`src/rtl/gambit_defs.svh`:
```
// queue size, retire width, sequence number, tag and index width macros
`ifndef GAMBIT_DEFS_SVH
`define GAMBIT_DEFS_SVH

// ====================
// queue geometry
// ====================

// number of slots in the instruction queue
`define IQ_ENTRIES 8
// index width, enough to address IQ_ENTRIES slots
`define QBITS_W 3
// most entries that can retire in one cycle
`define QSLOTS 2

// ====================
// field widths
// ====================

// sequence number width
// top quarter of the range starts at 48, one quarter is 16
`define SN_W 6
// instruction tag width
`define TAG_W 4

`endif

```
`src/rtl/gambit_pkg.sv`:
```
// sequence number and tag types, enqueue, completion and retire structs, slot state enum
`default_nettype none

`include "gambit_defs.svh"

package gambit_pkg;

	// ====================
	// scalar types
	// ====================

	// sequence number held per slot
	typedef logic [`SN_W-1:0] sn_t;

	// instruction tag, unique among live entries
	typedef logic [`TAG_W-1:0] tag_t;

	// ====================
	// slot state
	// ====================

	// empty slots are free for the tail
	// waiting slots hold an instruction not yet finished
	// done slots may retire once every older slot is done
	typedef enum logic [1:0] {
		ST_EMPTY   = 2'd0,
		ST_WAITING = 2'd1,
		ST_DONE    = 2'd2
	} entry_state_e;

	// ====================
	// grouped port signals
	// ====================

	// one new instruction from the producer
	typedef struct packed {
		logic valid;
		tag_t tag;
	} enq_req_t;

	// finish notice, looked up by tag
	typedef struct packed {
		logic valid;
		tag_t tag;
	} cmpl_t;

	// one retire report, oldest report sits in index 0
	typedef struct packed {
		logic valid;
		tag_t tag;
		sn_t  sn;
	} ret_slot_t;

endpackage

`default_nettype wire

```
`src/rtl/seqnum.sv`:
```
// combinational largest live sequence number and renormalization amount finder
`timescale 1ns/1ps
`default_nettype none

`include "gambit_defs.svh"

module seqnum (
	input  gambit_pkg::entry_state_e slot_state [`IQ_ENTRIES],
	input  gambit_pkg::sn_t          slot_sn    [`IQ_ENTRIES],
	output gambit_pkg::sn_t          maxsn,
	output gambit_pkg::sn_t          tosub
);
	import gambit_pkg::*;

	// one quarter of the sequence number range
	localparam sn_t SN_QUARTER = {2'b01, {(`SN_W - 2){1'b0}}};

	// largest number among live slots, before any lowering
	sn_t  raw_max;
	// set while the maximum sits in the top quarter
	logic renorm;

	// ====================
	// maximum scan
	// ====================

	// empty slots hold stale numbers and are skipped
	// an empty queue gives zero, so the first instruction gets 1
	always_comb
	begin
		raw_max = '0;
		for (int n = 0; n < `IQ_ENTRIES; n++)
		begin
			if (slot_state[n] != ST_EMPTY && slot_sn[n] > raw_max)
				raw_max = slot_sn[n];
		end
	end

	// ====================
	// renormalization
	// ====================

	// top two bits both one means 48 or more
	assign renorm = &raw_max[`SN_W-1 -: 2];

	// every live number drops by a quarter in the same edge
	assign tosub = renorm ? SN_QUARTER : '0;

	// hand out the lowered maximum so the new entry lines up
	// with the lowered live numbers
	// live numbers span at most IQ_ENTRIES values, so nothing goes below zero
	assign maxsn = raw_max - tosub;

endmodule

`default_nettype wire

```
`src/rtl/iq_entries.sv`:
```
// queue slot storage with tail pointer, enqueue, completion, retire clear and renormalization
`timescale 1ns/1ps
`default_nettype none

`include "gambit_defs.svh"

module iq_entries (
	input  logic                     clk,
	input  logic                     rst_n,
	input  gambit_pkg::enq_req_t     enq,
	input  gambit_pkg::cmpl_t        cmpl,
	input  gambit_pkg::sn_t          maxsn,
	input  gambit_pkg::sn_t          tosub,
	input  logic [`IQ_ENTRIES-1:0]   clr_mask,
	output gambit_pkg::entry_state_e slot_state [`IQ_ENTRIES],
	output gambit_pkg::tag_t         slot_tag   [`IQ_ENTRIES],
	output gambit_pkg::sn_t          slot_sn    [`IQ_ENTRIES]
);
	import gambit_pkg::*;

	// next slot to be written
	logic [`QBITS_W-1:0]    tail;
	logic [`QBITS_W-1:0]    tail_nxt;
	// number given to the incoming instruction
	sn_t                    new_sn;
	// one-hot slot select for the enqueue write
	logic [`IQ_ENTRIES-1:0] wr_sel;
	// slots matched by the completion tag
	logic [`IQ_ENTRIES-1:0] cmpl_hit;

	// ====================
	// tail and numbering
	// ====================

	// maxsn is already lowered when renormalizing,
	// so plus one stays consecutive with the lowered live numbers
	assign new_sn = maxsn + sn_t'(1);

	// circular tail, wraps after the last slot
	always_comb
	begin
		if (int'(tail) == `IQ_ENTRIES - 1)
			tail_nxt = '0;
		else
			tail_nxt = tail + 1'b1;
	end

	// ====================
	// per-slot decode
	// ====================

	// the producer only enqueues with credit left, so the tail slot is free
	// a tag that is not waiting anywhere gets no hit and is ignored
	always_comb
	begin
		for (int i = 0; i < `IQ_ENTRIES; i++)
		begin
			wr_sel[i] = enq.valid && (int'(tail) == i);
			cmpl_hit[i] = cmpl.valid
				&& (slot_state[i] == ST_WAITING)
				&& (slot_tag[i] == cmpl.tag);
		end
	end

	// ====================
	// state and tail registers
	// ====================

	// slot FSM: empty -> waiting -> done -> empty
	// a slot being written is empty, so it never sees a clear or a hit
	always_ff @(posedge clk or negedge rst_n)
	begin
		if (!rst_n)
		begin
			tail <= '0;
			for (int i = 0; i < `IQ_ENTRIES; i++)
				slot_state[i] <= ST_EMPTY;
		end
		else
		begin
			if (enq.valid)
				tail <= tail_nxt;
			for (int i = 0; i < `IQ_ENTRIES; i++)
			begin
				if (wr_sel[i])
					slot_state[i] <= ST_WAITING;
				else if (clr_mask[i])
					// retired this cycle by retire_heads
					slot_state[i] <= ST_EMPTY;
				else if (cmpl_hit[i])
					slot_state[i] <= ST_DONE;
			end
		end
	end

	// ====================
	// tag and number storage
	// ====================

	// tosub is zero outside renormalization, so live numbers hold
	// retiring slots get lowered too, harmless since they go empty
	always_ff @(posedge clk)
	begin
		for (int i = 0; i < `IQ_ENTRIES; i++)
		begin
			if (wr_sel[i])
			begin
				slot_tag[i] <= enq.tag;
				slot_sn[i]  <= new_sn;
			end
			else if (slot_state[i] != ST_EMPTY)
			begin
				slot_sn[i] <= slot_sn[i] - tosub;
			end
		end
	end

endmodule

`default_nettype wire

```
`src/rtl/retire_heads.sv`:
```
// head pointer, in-order retire selection, retire reports, clear mask and credit count
`timescale 1ns/1ps
`default_nettype none

`include "gambit_defs.svh"

module retire_heads (
	input  logic                           clk,
	input  logic                           rst_n,
	input  gambit_pkg::entry_state_e       slot_state [`IQ_ENTRIES],
	input  gambit_pkg::tag_t               slot_tag   [`IQ_ENTRIES],
	input  gambit_pkg::sn_t                slot_sn    [`IQ_ENTRIES],
	output gambit_pkg::ret_slot_t          ret        [`QSLOTS],
	output logic [`IQ_ENTRIES-1:0]         clr_mask,
	output logic [$clog2(`QSLOTS+1)-1:0]   credit_ret
);
	import gambit_pkg::*;

	// oldest live slot
	logic [`QBITS_W-1:0] head;
	logic [`QBITS_W-1:0] head_nxt;
	// slot looked at by each retire lane
	logic [`QBITS_W-1:0] pos [`QSLOTS];
	// cleared at the first lane that is not done
	logic                run;

	// slot a given distance past base, wrapping at the queue end
	function automatic logic [`QBITS_W-1:0] wrap_add(
		input logic [`QBITS_W-1:0] base,
		input int                  offs
	);
		int sum;
		sum = int'(base) + offs;
		if (sum >= `IQ_ENTRIES)
			sum = sum - `IQ_ENTRIES;
		return sum[`QBITS_W-1:0];
	endfunction

	// ====================
	// lane positions
	// ====================

	always_comb
	begin
		for (int k = 0; k < `QSLOTS; k++)
			pos[k] = wrap_add(head, k);
	end

	// ====================
	// in-order walk
	// ====================

	// lane 0 is the head, each later lane needs all earlier lanes done
	// an empty head slot also stops the walk
	always_comb
	begin
		run = 1'b1;
		clr_mask = '0;
		credit_ret = '0;
		for (int k = 0; k < `QSLOTS; k++)
		begin
			ret[k] = '0;
			if (run && slot_state[pos[k]] == ST_DONE)
			begin
				ret[k].valid = 1'b1;
				ret[k].tag = slot_tag[pos[k]];
				ret[k].sn = slot_sn[pos[k]];
				clr_mask[pos[k]] = 1'b1;
				// one credit per report
				credit_ret = credit_ret + 1'b1;
			end
			else
			begin
				run = 1'b0;
			end
		end
	end

	// ====================
	// head register
	// ====================

	// move past every slot retired this cycle
	assign head_nxt = wrap_add(head, int'(credit_ret));

	always_ff @(posedge clk or negedge rst_n)
	begin
		if (!rst_n)
			head <= '0;
		else
			head <= head_nxt;
	end

endmodule

`default_nettype wire

```
`src/rtl/sn_top.sv`:
```
// top level joining slot storage, maximum finder and retire selection
`timescale 1ns/1ps
`default_nettype none

`include "gambit_defs.svh"

module sn_top (
	input  logic                         clk,
	input  logic                         rst_n,
	input  gambit_pkg::enq_req_t         enq,
	input  gambit_pkg::cmpl_t            cmpl,
	output gambit_pkg::ret_slot_t        ret        [`QSLOTS],
	output logic [$clog2(`QSLOTS+1)-1:0] credit_ret
);
	import gambit_pkg::*;

	// ====================
	// slot contents
	// ====================

	entry_state_e           slot_state [`IQ_ENTRIES];
	tag_t                   slot_tag   [`IQ_ENTRIES];
	sn_t                    slot_sn    [`IQ_ENTRIES];

	// numbering feedback from seqnum
	sn_t                    maxsn;
	sn_t                    tosub;

	// slots retired this cycle
	logic [`IQ_ENTRIES-1:0] clr_mask;

	// storage, owns the tail
	iq_entries u_entries (
		.clk        (clk),
		.rst_n      (rst_n),
		.enq        (enq),
		.cmpl       (cmpl),
		.maxsn      (maxsn),
		.tosub      (tosub),
		.clr_mask   (clr_mask),
		.slot_state (slot_state),
		.slot_tag   (slot_tag),
		.slot_sn    (slot_sn)
	);

	// largest live number and the renormalization step
	seqnum u_seqnum (
		.slot_state (slot_state),
		.slot_sn    (slot_sn),
		.maxsn      (maxsn),
		.tosub      (tosub)
	);

	// retire in queue order, owns the head
	retire_heads u_retire (
		.clk        (clk),
		.rst_n      (rst_n),
		.slot_state (slot_state),
		.slot_tag   (slot_tag),
		.slot_sn    (slot_sn),
		.ret        (ret),
		.clr_mask   (clr_mask),
		.credit_ret (credit_ret)
	);

endmodule

`default_nettype wire

```
`config.mk`:
```
export PLATFORM = sky130hd
export DESIGN_NAME = sn_top
export DESIGN_NICKNAME = d
export VERILOG_FILES = /design/src/rtl/gambit_pkg.sv /design/src/rtl/seqnum.sv /design/src/rtl/iq_entries.sv /design/src/rtl/retire_heads.sv /design/src/rtl/sn_top.sv
export VERILOG_INCLUDE_DIRS = /design/src /design/src/rtl
export SDC_FILE = /design/constraint.sdc
export NUM_CORES = 1
export LEC_CHECK = 0
export BUFFER_PORTS_ARGS = -buffer_cell sky130_fd_sc_hd__buf_2
export CAP_MARGIN = 20
export CORE_MARGIN = 2
export CORE_UTILIZATION = 34
export CTS_BUF_LIST = sky130_fd_sc_hd__clkbuf_8
export DETAILED_ROUTE_END_ITERATION = 8
export GPL_ROUTABILITY_DRIVEN = 1
export PLACE_DENSITY = 0.45
export SYNTH_ARGS = -nofsm -noshare
export SYNTH_HDL_FRONTEND = slang
export SYNTH_HIERARCHICAL = 1
export SYNTH_SLANG_ARGS = --single-unit
export TNS_END_PERCENT = 1
```
`constraint.sdc`:
```
create_clock -name clk -period 29.2 [get_ports clk]
set_input_delay 2.92 -clock clk [delete_from_list [all_inputs] [get_ports clk]]
set_output_delay 2.92 -clock clk [all_outputs]
set_load 0.05 [all_outputs]
```
Word-level counts from Yosys, hierarchy flattened
Cells that the tools add are included.
{"block": "word_totals", "mem_bits_ro": 0, "ff_bits": 102, "latchBits": 0, "n_memories": 0, "ram_bits": 0, "output_inout_bits": 24, "input_bits": 12}
{"block": "classes", "n_reduce_logical": 61, "div_mod_pow": 0, "muxes": 82, "magnitude_cmp": 17, "bitwise_logic": 3, "mul": 0, "n_addsub": 17, "shifts": 0, "eq_ne": 25}
{"cell": "6-bit 2-to-1 mux", "count": 28}
{"cell": "2-bit 2-to-1 mux", "count": 29}
{"cell": "6-bit subtractor", "count": 9}
{"cell": "6-bit > comparator", "count": 7}
{"cell": "6-bit binary-select mux with 3-bit select", "count": 2}
{"cell": "1-bit logical AND", "count": 35}
{"cell": "4-bit == test", "count": 8}
{"cell": "2-bit nonzero test", "count": 16}
{"cell": "4-bit binary-select mux with 3-bit select", "count": 2}
{"cell": "3-bit nonzero test", "count": 8}
{"cell": "11-bit 2-to-1 mux", "count": 2}
{"cell": "2-bit by 1-bit == test with 1-bit output (second input constant)", "count": 8}
{"cell": "4-bit greater-or-equal comparator (second input constant)", "count": 4}
{"cell": "4-bit 2-to-1 mux", "count": 4}
{"cell": "8-bit 2-to-1 mux", "count": 2}
{"cell": "2-bit binary-select mux with 3-bit select", "count": 2}
{"cell": "3-bit == test (second input constant)", "count": 4}
{"cell": "3-bit 2-to-1 mux", "count": 4}
{"cell": "3-bit by 1-bit subtractor with 3-bit output (second input constant)", "count": 3}
{"cell": "3-bit by 4-bit < comparator with 1-bit output (second input constant)", "count": 2}
{"cell": "3-bit inverter with 4-bit output", "count": 2}
{"cell": "8-bit bitwise OR", "count": 1}
{"cell": "6-bit by 1-bit adder with 6-bit output (second input constant)", "count": 1}
{"cell": "1-bit demux with 3-bit select", "count": 2}
{"cell": "14 further kinds", "count": 20}

Longest topological paths before layout
{"block": "depth", "word_depth": 29, "ltp_mapped": 68, "mapped_depth_nobuf": 63}

Modules after synthesis
Netlist, hierarchy kept.
{"mod": "iq_entries", "area_each_um2": 5940.7, "cells_each": 514, "n_inst": 1}
{"mod": "seqnum", "area_each_um2": 2344.7, "cells_each": 323, "n_inst": 1}
{"mod": "retire_heads", "area_each_um2": 2119.5, "cells_each": 274, "n_inst": 1}

Worst setup path before layout
Ideal clock, no wire load.
{"block": "synth_timing", "kind": "reg2reg", "startpoint": "reg u_entries/slot_state[15] in the netlist's numbering", "endpoint": "reg u_entries/slot_sn[41] in the netlist's numbering (data pin)", "stages_incl_launch_ff": 59, "setup_ns": 0.263, "path_buffers": 5, "arrival_time_ns": 11.775, "path_slack_ns": 17.162, "cell_sequence": "dfrtp_1 > o21ai_0 > ha_1 > nand4_1 > o22a_1 > o21a_1 > buf_4 > mux2_2 > ha_1 > nand3_1 > o31a_2 > nand2_4 > mux2_2 > ha_1 > nand2_1 > a21oi_1 > and3_1 > a211oi_4 > [23 not listed] > o32a_1 > and2_4 > buf_6 > a21oi_1 > ha_1 > a21oi_1 > nor2b_1 > o21ai_0 > a21oi_1 > clkbuf_1 > o31ai_1 > and2_1 > buf_4 > inv_1 > ha_1 > a21oi_1 > and4_1 > o31ai_1"}
{"block": "synth_between", "elab_chain_len": 29, "word_cells_on_any_way": 31, "classes_between": "3 x add/sub; 7 x order compare; 11 x mux; 10 x reduce/logical"}
{"item": "start, declared", "line_no": "iq_entries.sv:15", "rtl": "output gambit_pkg::entry_state_e slot_state [`IQ_ENTRIES],"}
{"item": "start signal, assigned by index", "line_no": "iq_entries.sv:77", "rtl": "slot_state[i] <= ST_EMPTY;"}
{"item": "start signal, assigned by index", "line_no": "iq_entries.sv:86", "rtl": "slot_state[i] <= ST_WAITING;"}
{"item": "start signal, assigned by index", "line_no": "iq_entries.sv:89", "rtl": "slot_state[i] <= ST_EMPTY;"}
{"item": "2-bit nonzero test (*)", "line_no": "seqnum.sv:34", "rtl": "if (slot_state[n] != ST_EMPTY && slot_sn[n] > raw_max)"}
{"item": "1-bit logical AND (*)", "line_no": "seqnum.sv:34"}
{"item": "6-bit 2-to-1 mux (*)", "line_no": "seqnum.sv:34"}
{"item": "6-bit > comparator", "line_no": "seqnum.sv:34"}
{"item": "1-bit logical AND", "line_no": "seqnum.sv:34"}
{"item": "6-bit 2-to-1 mux (*)", "line_no": "seqnum.sv:34"}
{"item": "6-bit > comparator", "line_no": "seqnum.sv:34"}
{"item": "1-bit logical AND", "line_no": "seqnum.sv:34"}
{"item": "[14 not listed]"}
{"item": "1-bit logical AND", "line_no": "seqnum.sv:34"}
{"item": "6-bit 2-to-1 mux (*)", "line_no": "seqnum.sv:34"}
{"item": "2-bit AND reduction", "line_no": "seqnum.sv:44", "rtl": "assign renorm = &raw_max[`SN_W-1 -: 2];"}
{"item": "5-bit 2-to-1 mux", "line_no": "seqnum.sv:47", "rtl": "assign tosub = renorm ? SN_QUARTER : '0;"}
{"item": "6-bit subtractor (*)", "line_no": "seqnum.sv:52", "rtl": "assign maxsn = raw_max - tosub;"}
{"item": "named net maxsn[5]", "line_no": "sn_top.sv:26", "rtl": "sn_t maxsn;"}
{"item": "6-bit by 1-bit adder with 6-bit output (*)", "line_no": "iq_entries.sv:37", "rtl": "assign new_sn = maxsn + sn_t'(1);"}
{"item": "6-bit 2-to-1 mux (*)", "line_no": "iq_entries.sv:106", "rtl": "if (wr_sel[i])"}
{"item": "end signal, assigned by index", "line_no": "iq_entries.sv:109", "rtl": "slot_sn[i] <= new_sn;"}
{"item": "end signal, assigned by index", "line_no": "iq_entries.sv:113", "rtl": "slot_sn[i] <= slot_sn[i] - tosub;"}
{"item": "end, declared", "line_no": "iq_entries.sv:17", "rtl": "output gambit_pkg::sn_t slot_sn [`IQ_ENTRIES]"}
The timed path passes the listed nets; every way through them passes the cells marked *. The select of a mux whose other input is x is not followed.
A chain may end at the register's enable or synchronous reset.

Worst setup path after layout
{"block": "layout_timing", "startpoint": "reg u_entries/slot_state[14] in the netlist's numbering", "endpoint": "reg u_entries/slot_sn[28] in the netlist's numbering (data pin)"}
{"block": "layout_between", "word_cells_on_any_way": 31, "classes_between": "3 x add/sub; 7 x order compare; 11 x mux; 10 x reduce/logical"}
{"item": "2-bit nonzero test (*)", "line_no": "seqnum.sv:34"}
{"item": "1-bit logical AND (*)", "line_no": "seqnum.sv:34"}
{"item": "6-bit 2-to-1 mux (*)", "line_no": "seqnum.sv:34"}
{"item": "6-bit > comparator", "line_no": "seqnum.sv:34"}
{"item": "1-bit logical AND", "line_no": "seqnum.sv:34"}
{"item": "6-bit 2-to-1 mux (*)", "line_no": "seqnum.sv:34"}
{"item": "6-bit > comparator", "line_no": "seqnum.sv:34"}
{"item": "1-bit logical AND", "line_no": "seqnum.sv:34"}
{"item": "[12 not listed]"}
{"item": "6-bit 2-to-1 mux (*)", "line_no": "seqnum.sv:34"}
{"item": "6-bit > comparator", "line_no": "seqnum.sv:34"}
{"item": "1-bit logical AND", "line_no": "seqnum.sv:34"}
{"item": "6-bit 2-to-1 mux (*)", "line_no": "seqnum.sv:34"}
{"item": "6-bit subtractor (*)", "line_no": "seqnum.sv:52"}
{"item": "named net maxsn[0]", "line_no": "sn_top.sv:26"}
{"item": "6-bit by 1-bit adder with 6-bit output (*)", "line_no": "iq_entries.sv:37"}
{"item": "6-bit 2-to-1 mux (*)", "line_no": "iq_entries.sv:106"}
Marked as above.

==> metrics.txt <==
Crit path buffers/inverters 5; Synth Area in Compound Gates 19.1%; Synth Area in Simple Gates 17.9%; residual DRC count 0; Critical Path Stages 56; reg2reg end u_entries/slot_sn[28]; drt pass-1 iters 5; WS Path Type flop to flop; Yosys cell types 100; post-CTS sizing 0; Port Buf Inserts 35; HP Class flop to flop; startpoint types flop; kind of cell adding the most delay to the critical path compound AO/OA/AOI/OAI gates; count leader, synth nand2_1; height of the die 179 µm; RSZ-0062 raised after global routing false; DP HPWL 26,700 µm; crit path capture u_entries/slot_sn[28]; FF-to-FF path depth 56; slowest cell delay on critical path 0.74 ns; r2r setup slk 14.87 ns; number of synthesized flops with an enable pin 80; GRT Overall Usage 22.8%; total gr overflow 0; largest net degree at the start of global routing 57; layout cell share with drive strength beyond 1 14.2%; Final Cycle Share 49.1%; Final Wtd Congestion 0.857; crit path from u_entries/slot_state[14]; multiplexer area fraction after synthesis 11.4%; 1st-iter DRT viols 881; final WL 36,000 µm; Die Width 179 µm; Synth warnings 6; first-pass GRT wire length 53,300 µm; max-slew violations 0; relative slew slack 35.9%; Vias 8,688; setup bufs post-CTS 0; die area 32,000 µm²; sum of negative setup slack 0 ns; Worst-path clk slew 0.11 ns; H-Tree Depth 3; # fillers 3,097; data arrival time of the worst path 14.43 ns; XOR/XNOR Fraction of Synth Area 6.39%; CP max stage cell xor2_1; Initial Util 34.3%; Setup Skew 0.0129 ns; clock latency on the worst-skew pair 0.39 ns; final hold viol count 0; post-DR vias/cell 5.72; Mapped Area 10,400 µm²; Core ar. 30,300 µm²; Max Clock Freq 69.8 MHz; Synth async-reset ratio 21.6%; crit-path max FO 13; Avg Synthesized Cell Area 9.37 µm²; CTS Buf Count 9; vias in the first global route 8,266; Adder-Cell Fraction of Synth Area 11.2%; antenna violations before repair 1; Worst EP required 29.30 ns; largest family of logic cells by synthesized area compound AO/OA/AOI/OAI gates; fin crit period 14.33 ns; clk sink count 102; area growth from synthesis to layout 6.05%; top cell type's share of synthesized area 23.1%; CTS max path bufs 2; Hold Buf Count CTS 0; most frequent CP cell ha_1; cell taking the most area after synthesis edfxtp_1; max cap viols 0; diode count 0; CTS tree yes; CP Capture Type flop; Yosys reg bits 102; HP Start u_entries/slot_state[10]; Cells after Synth 1,111; outcome finished clean; Main synth FF type edfxtp_1; Slew @ Worst Pin 0.937 ns; post-synthesis sequential area ratio 28.4%; post-route ant nets 0; IO Count 36; DR WL/cell 23.7 µm; Setup-failing EPs final 0; Std-Cell Rows 64; launch point of the worst reg-to-reg path u_entries/slot_state[14]; final net count 1,215; main area contributors after synthesis edfxtp_1 23%, ha_1 9.3%, dfrtp_1 5.3%; commonest cells in the netlist 102 x nand2_1, 80 x edfxtp_1, 77 x ha_1; CTS root buffer clkbuf_8
==> worst min path at each step <==
stage | to | cells after the start
finish | u_entries/slot_state[10] | 2
global route | u_entries/slot_state[8] | 2
CTS | u_entries/slot_state[10] | 2
detailed placement | u_entries/slot_state[7] | 1
global placement | u_entries/slot_state[8] | 2
floorplan | u_retire/head[0] | 1
==> registers in the layout (all words and copies together), names as in the netlist <==
register	count
u_entries/slot_sn	48
u_entries/slot_tag	32
u_entries/slot_state	16
u_entries/tail	3
u_retire/head	3
==> tightest hold or removal path, cell delays in order (launching register included) <==
cell	delay, ns
dfrtp_1	0.45
nand2b_1	0.10
o21ai_1	0.06
==> final cells by class <==
cell class              count  area, µm²  area share (%)
clock inverters             6       60.1           0.544
clock buffers              10        138            1.25
flip-flops and latches    102       2960            26.8
repair buffers             43        235            2.13
multi-input cells         887       6870            62.3
well taps                 396        495            4.49
inverters                  74        278            2.52
==> placed cells by master (no fill, tap or decap), types with 9 or more instances in the layout <==
cell         n
nand2_1    102
edfxtp_1    80
ha_1        77
nor2_1      73
inv_1       67
a21oi_1     58
o21ai_0     54
mux2i_1     53
xor2_1      36
buf_2       35
xnor2_1     33
o21a_1      28
nand3_1     27
nor3_1      27
o31ai_1     20
nor2b_1     19
nand2b_1    19
dfrtp_1     19
mux4_2      19
mux2_2      15
a31oi_1     13
o21ai_1     13
a21o_1      11
or3_1       11
clkbuf_8    10
o2111ai_1    9
fa_1         9
o22ai_1      9
a211oi_1     9
==> metrics by stage <==
step,worst slack [ns],cell area (µm²),instances,hold slack [ns],util (%)
global route,13.69,11000,1518,0.655,36.4
finish,14.87,11000,1518,0.628,36.4
floorplan,17.16,10400,1115,0.529,-
detailed placement,15.08,10800,1502,0.591,35.7
CTS,15.04,11000,1518,0.628,36.4
global placement,15.39,10800,1502,0.608,35.7
==> metal layers <==
layer,vias up,share of wire (%),global-route usage [%]
met5,-,0,0
met1,4264,48,32.8
met3,42,5.9,4.01
li1,4113,-,-
met2,269,45,35.5
met4,0,1.8,5.18
==> logic make-up after synthesis <==
family          count (synthesis)
simple gates                  349
compound gates                282
buf+inv                       126
flops                         102
mux                            91
fa+ha+maj                      88
xor+xnor                       72
other cells                     1
Power is left out: the tool's default activity adds up to more than one toggle a clock period on the data nets, which glitch-free logic cannot reach.
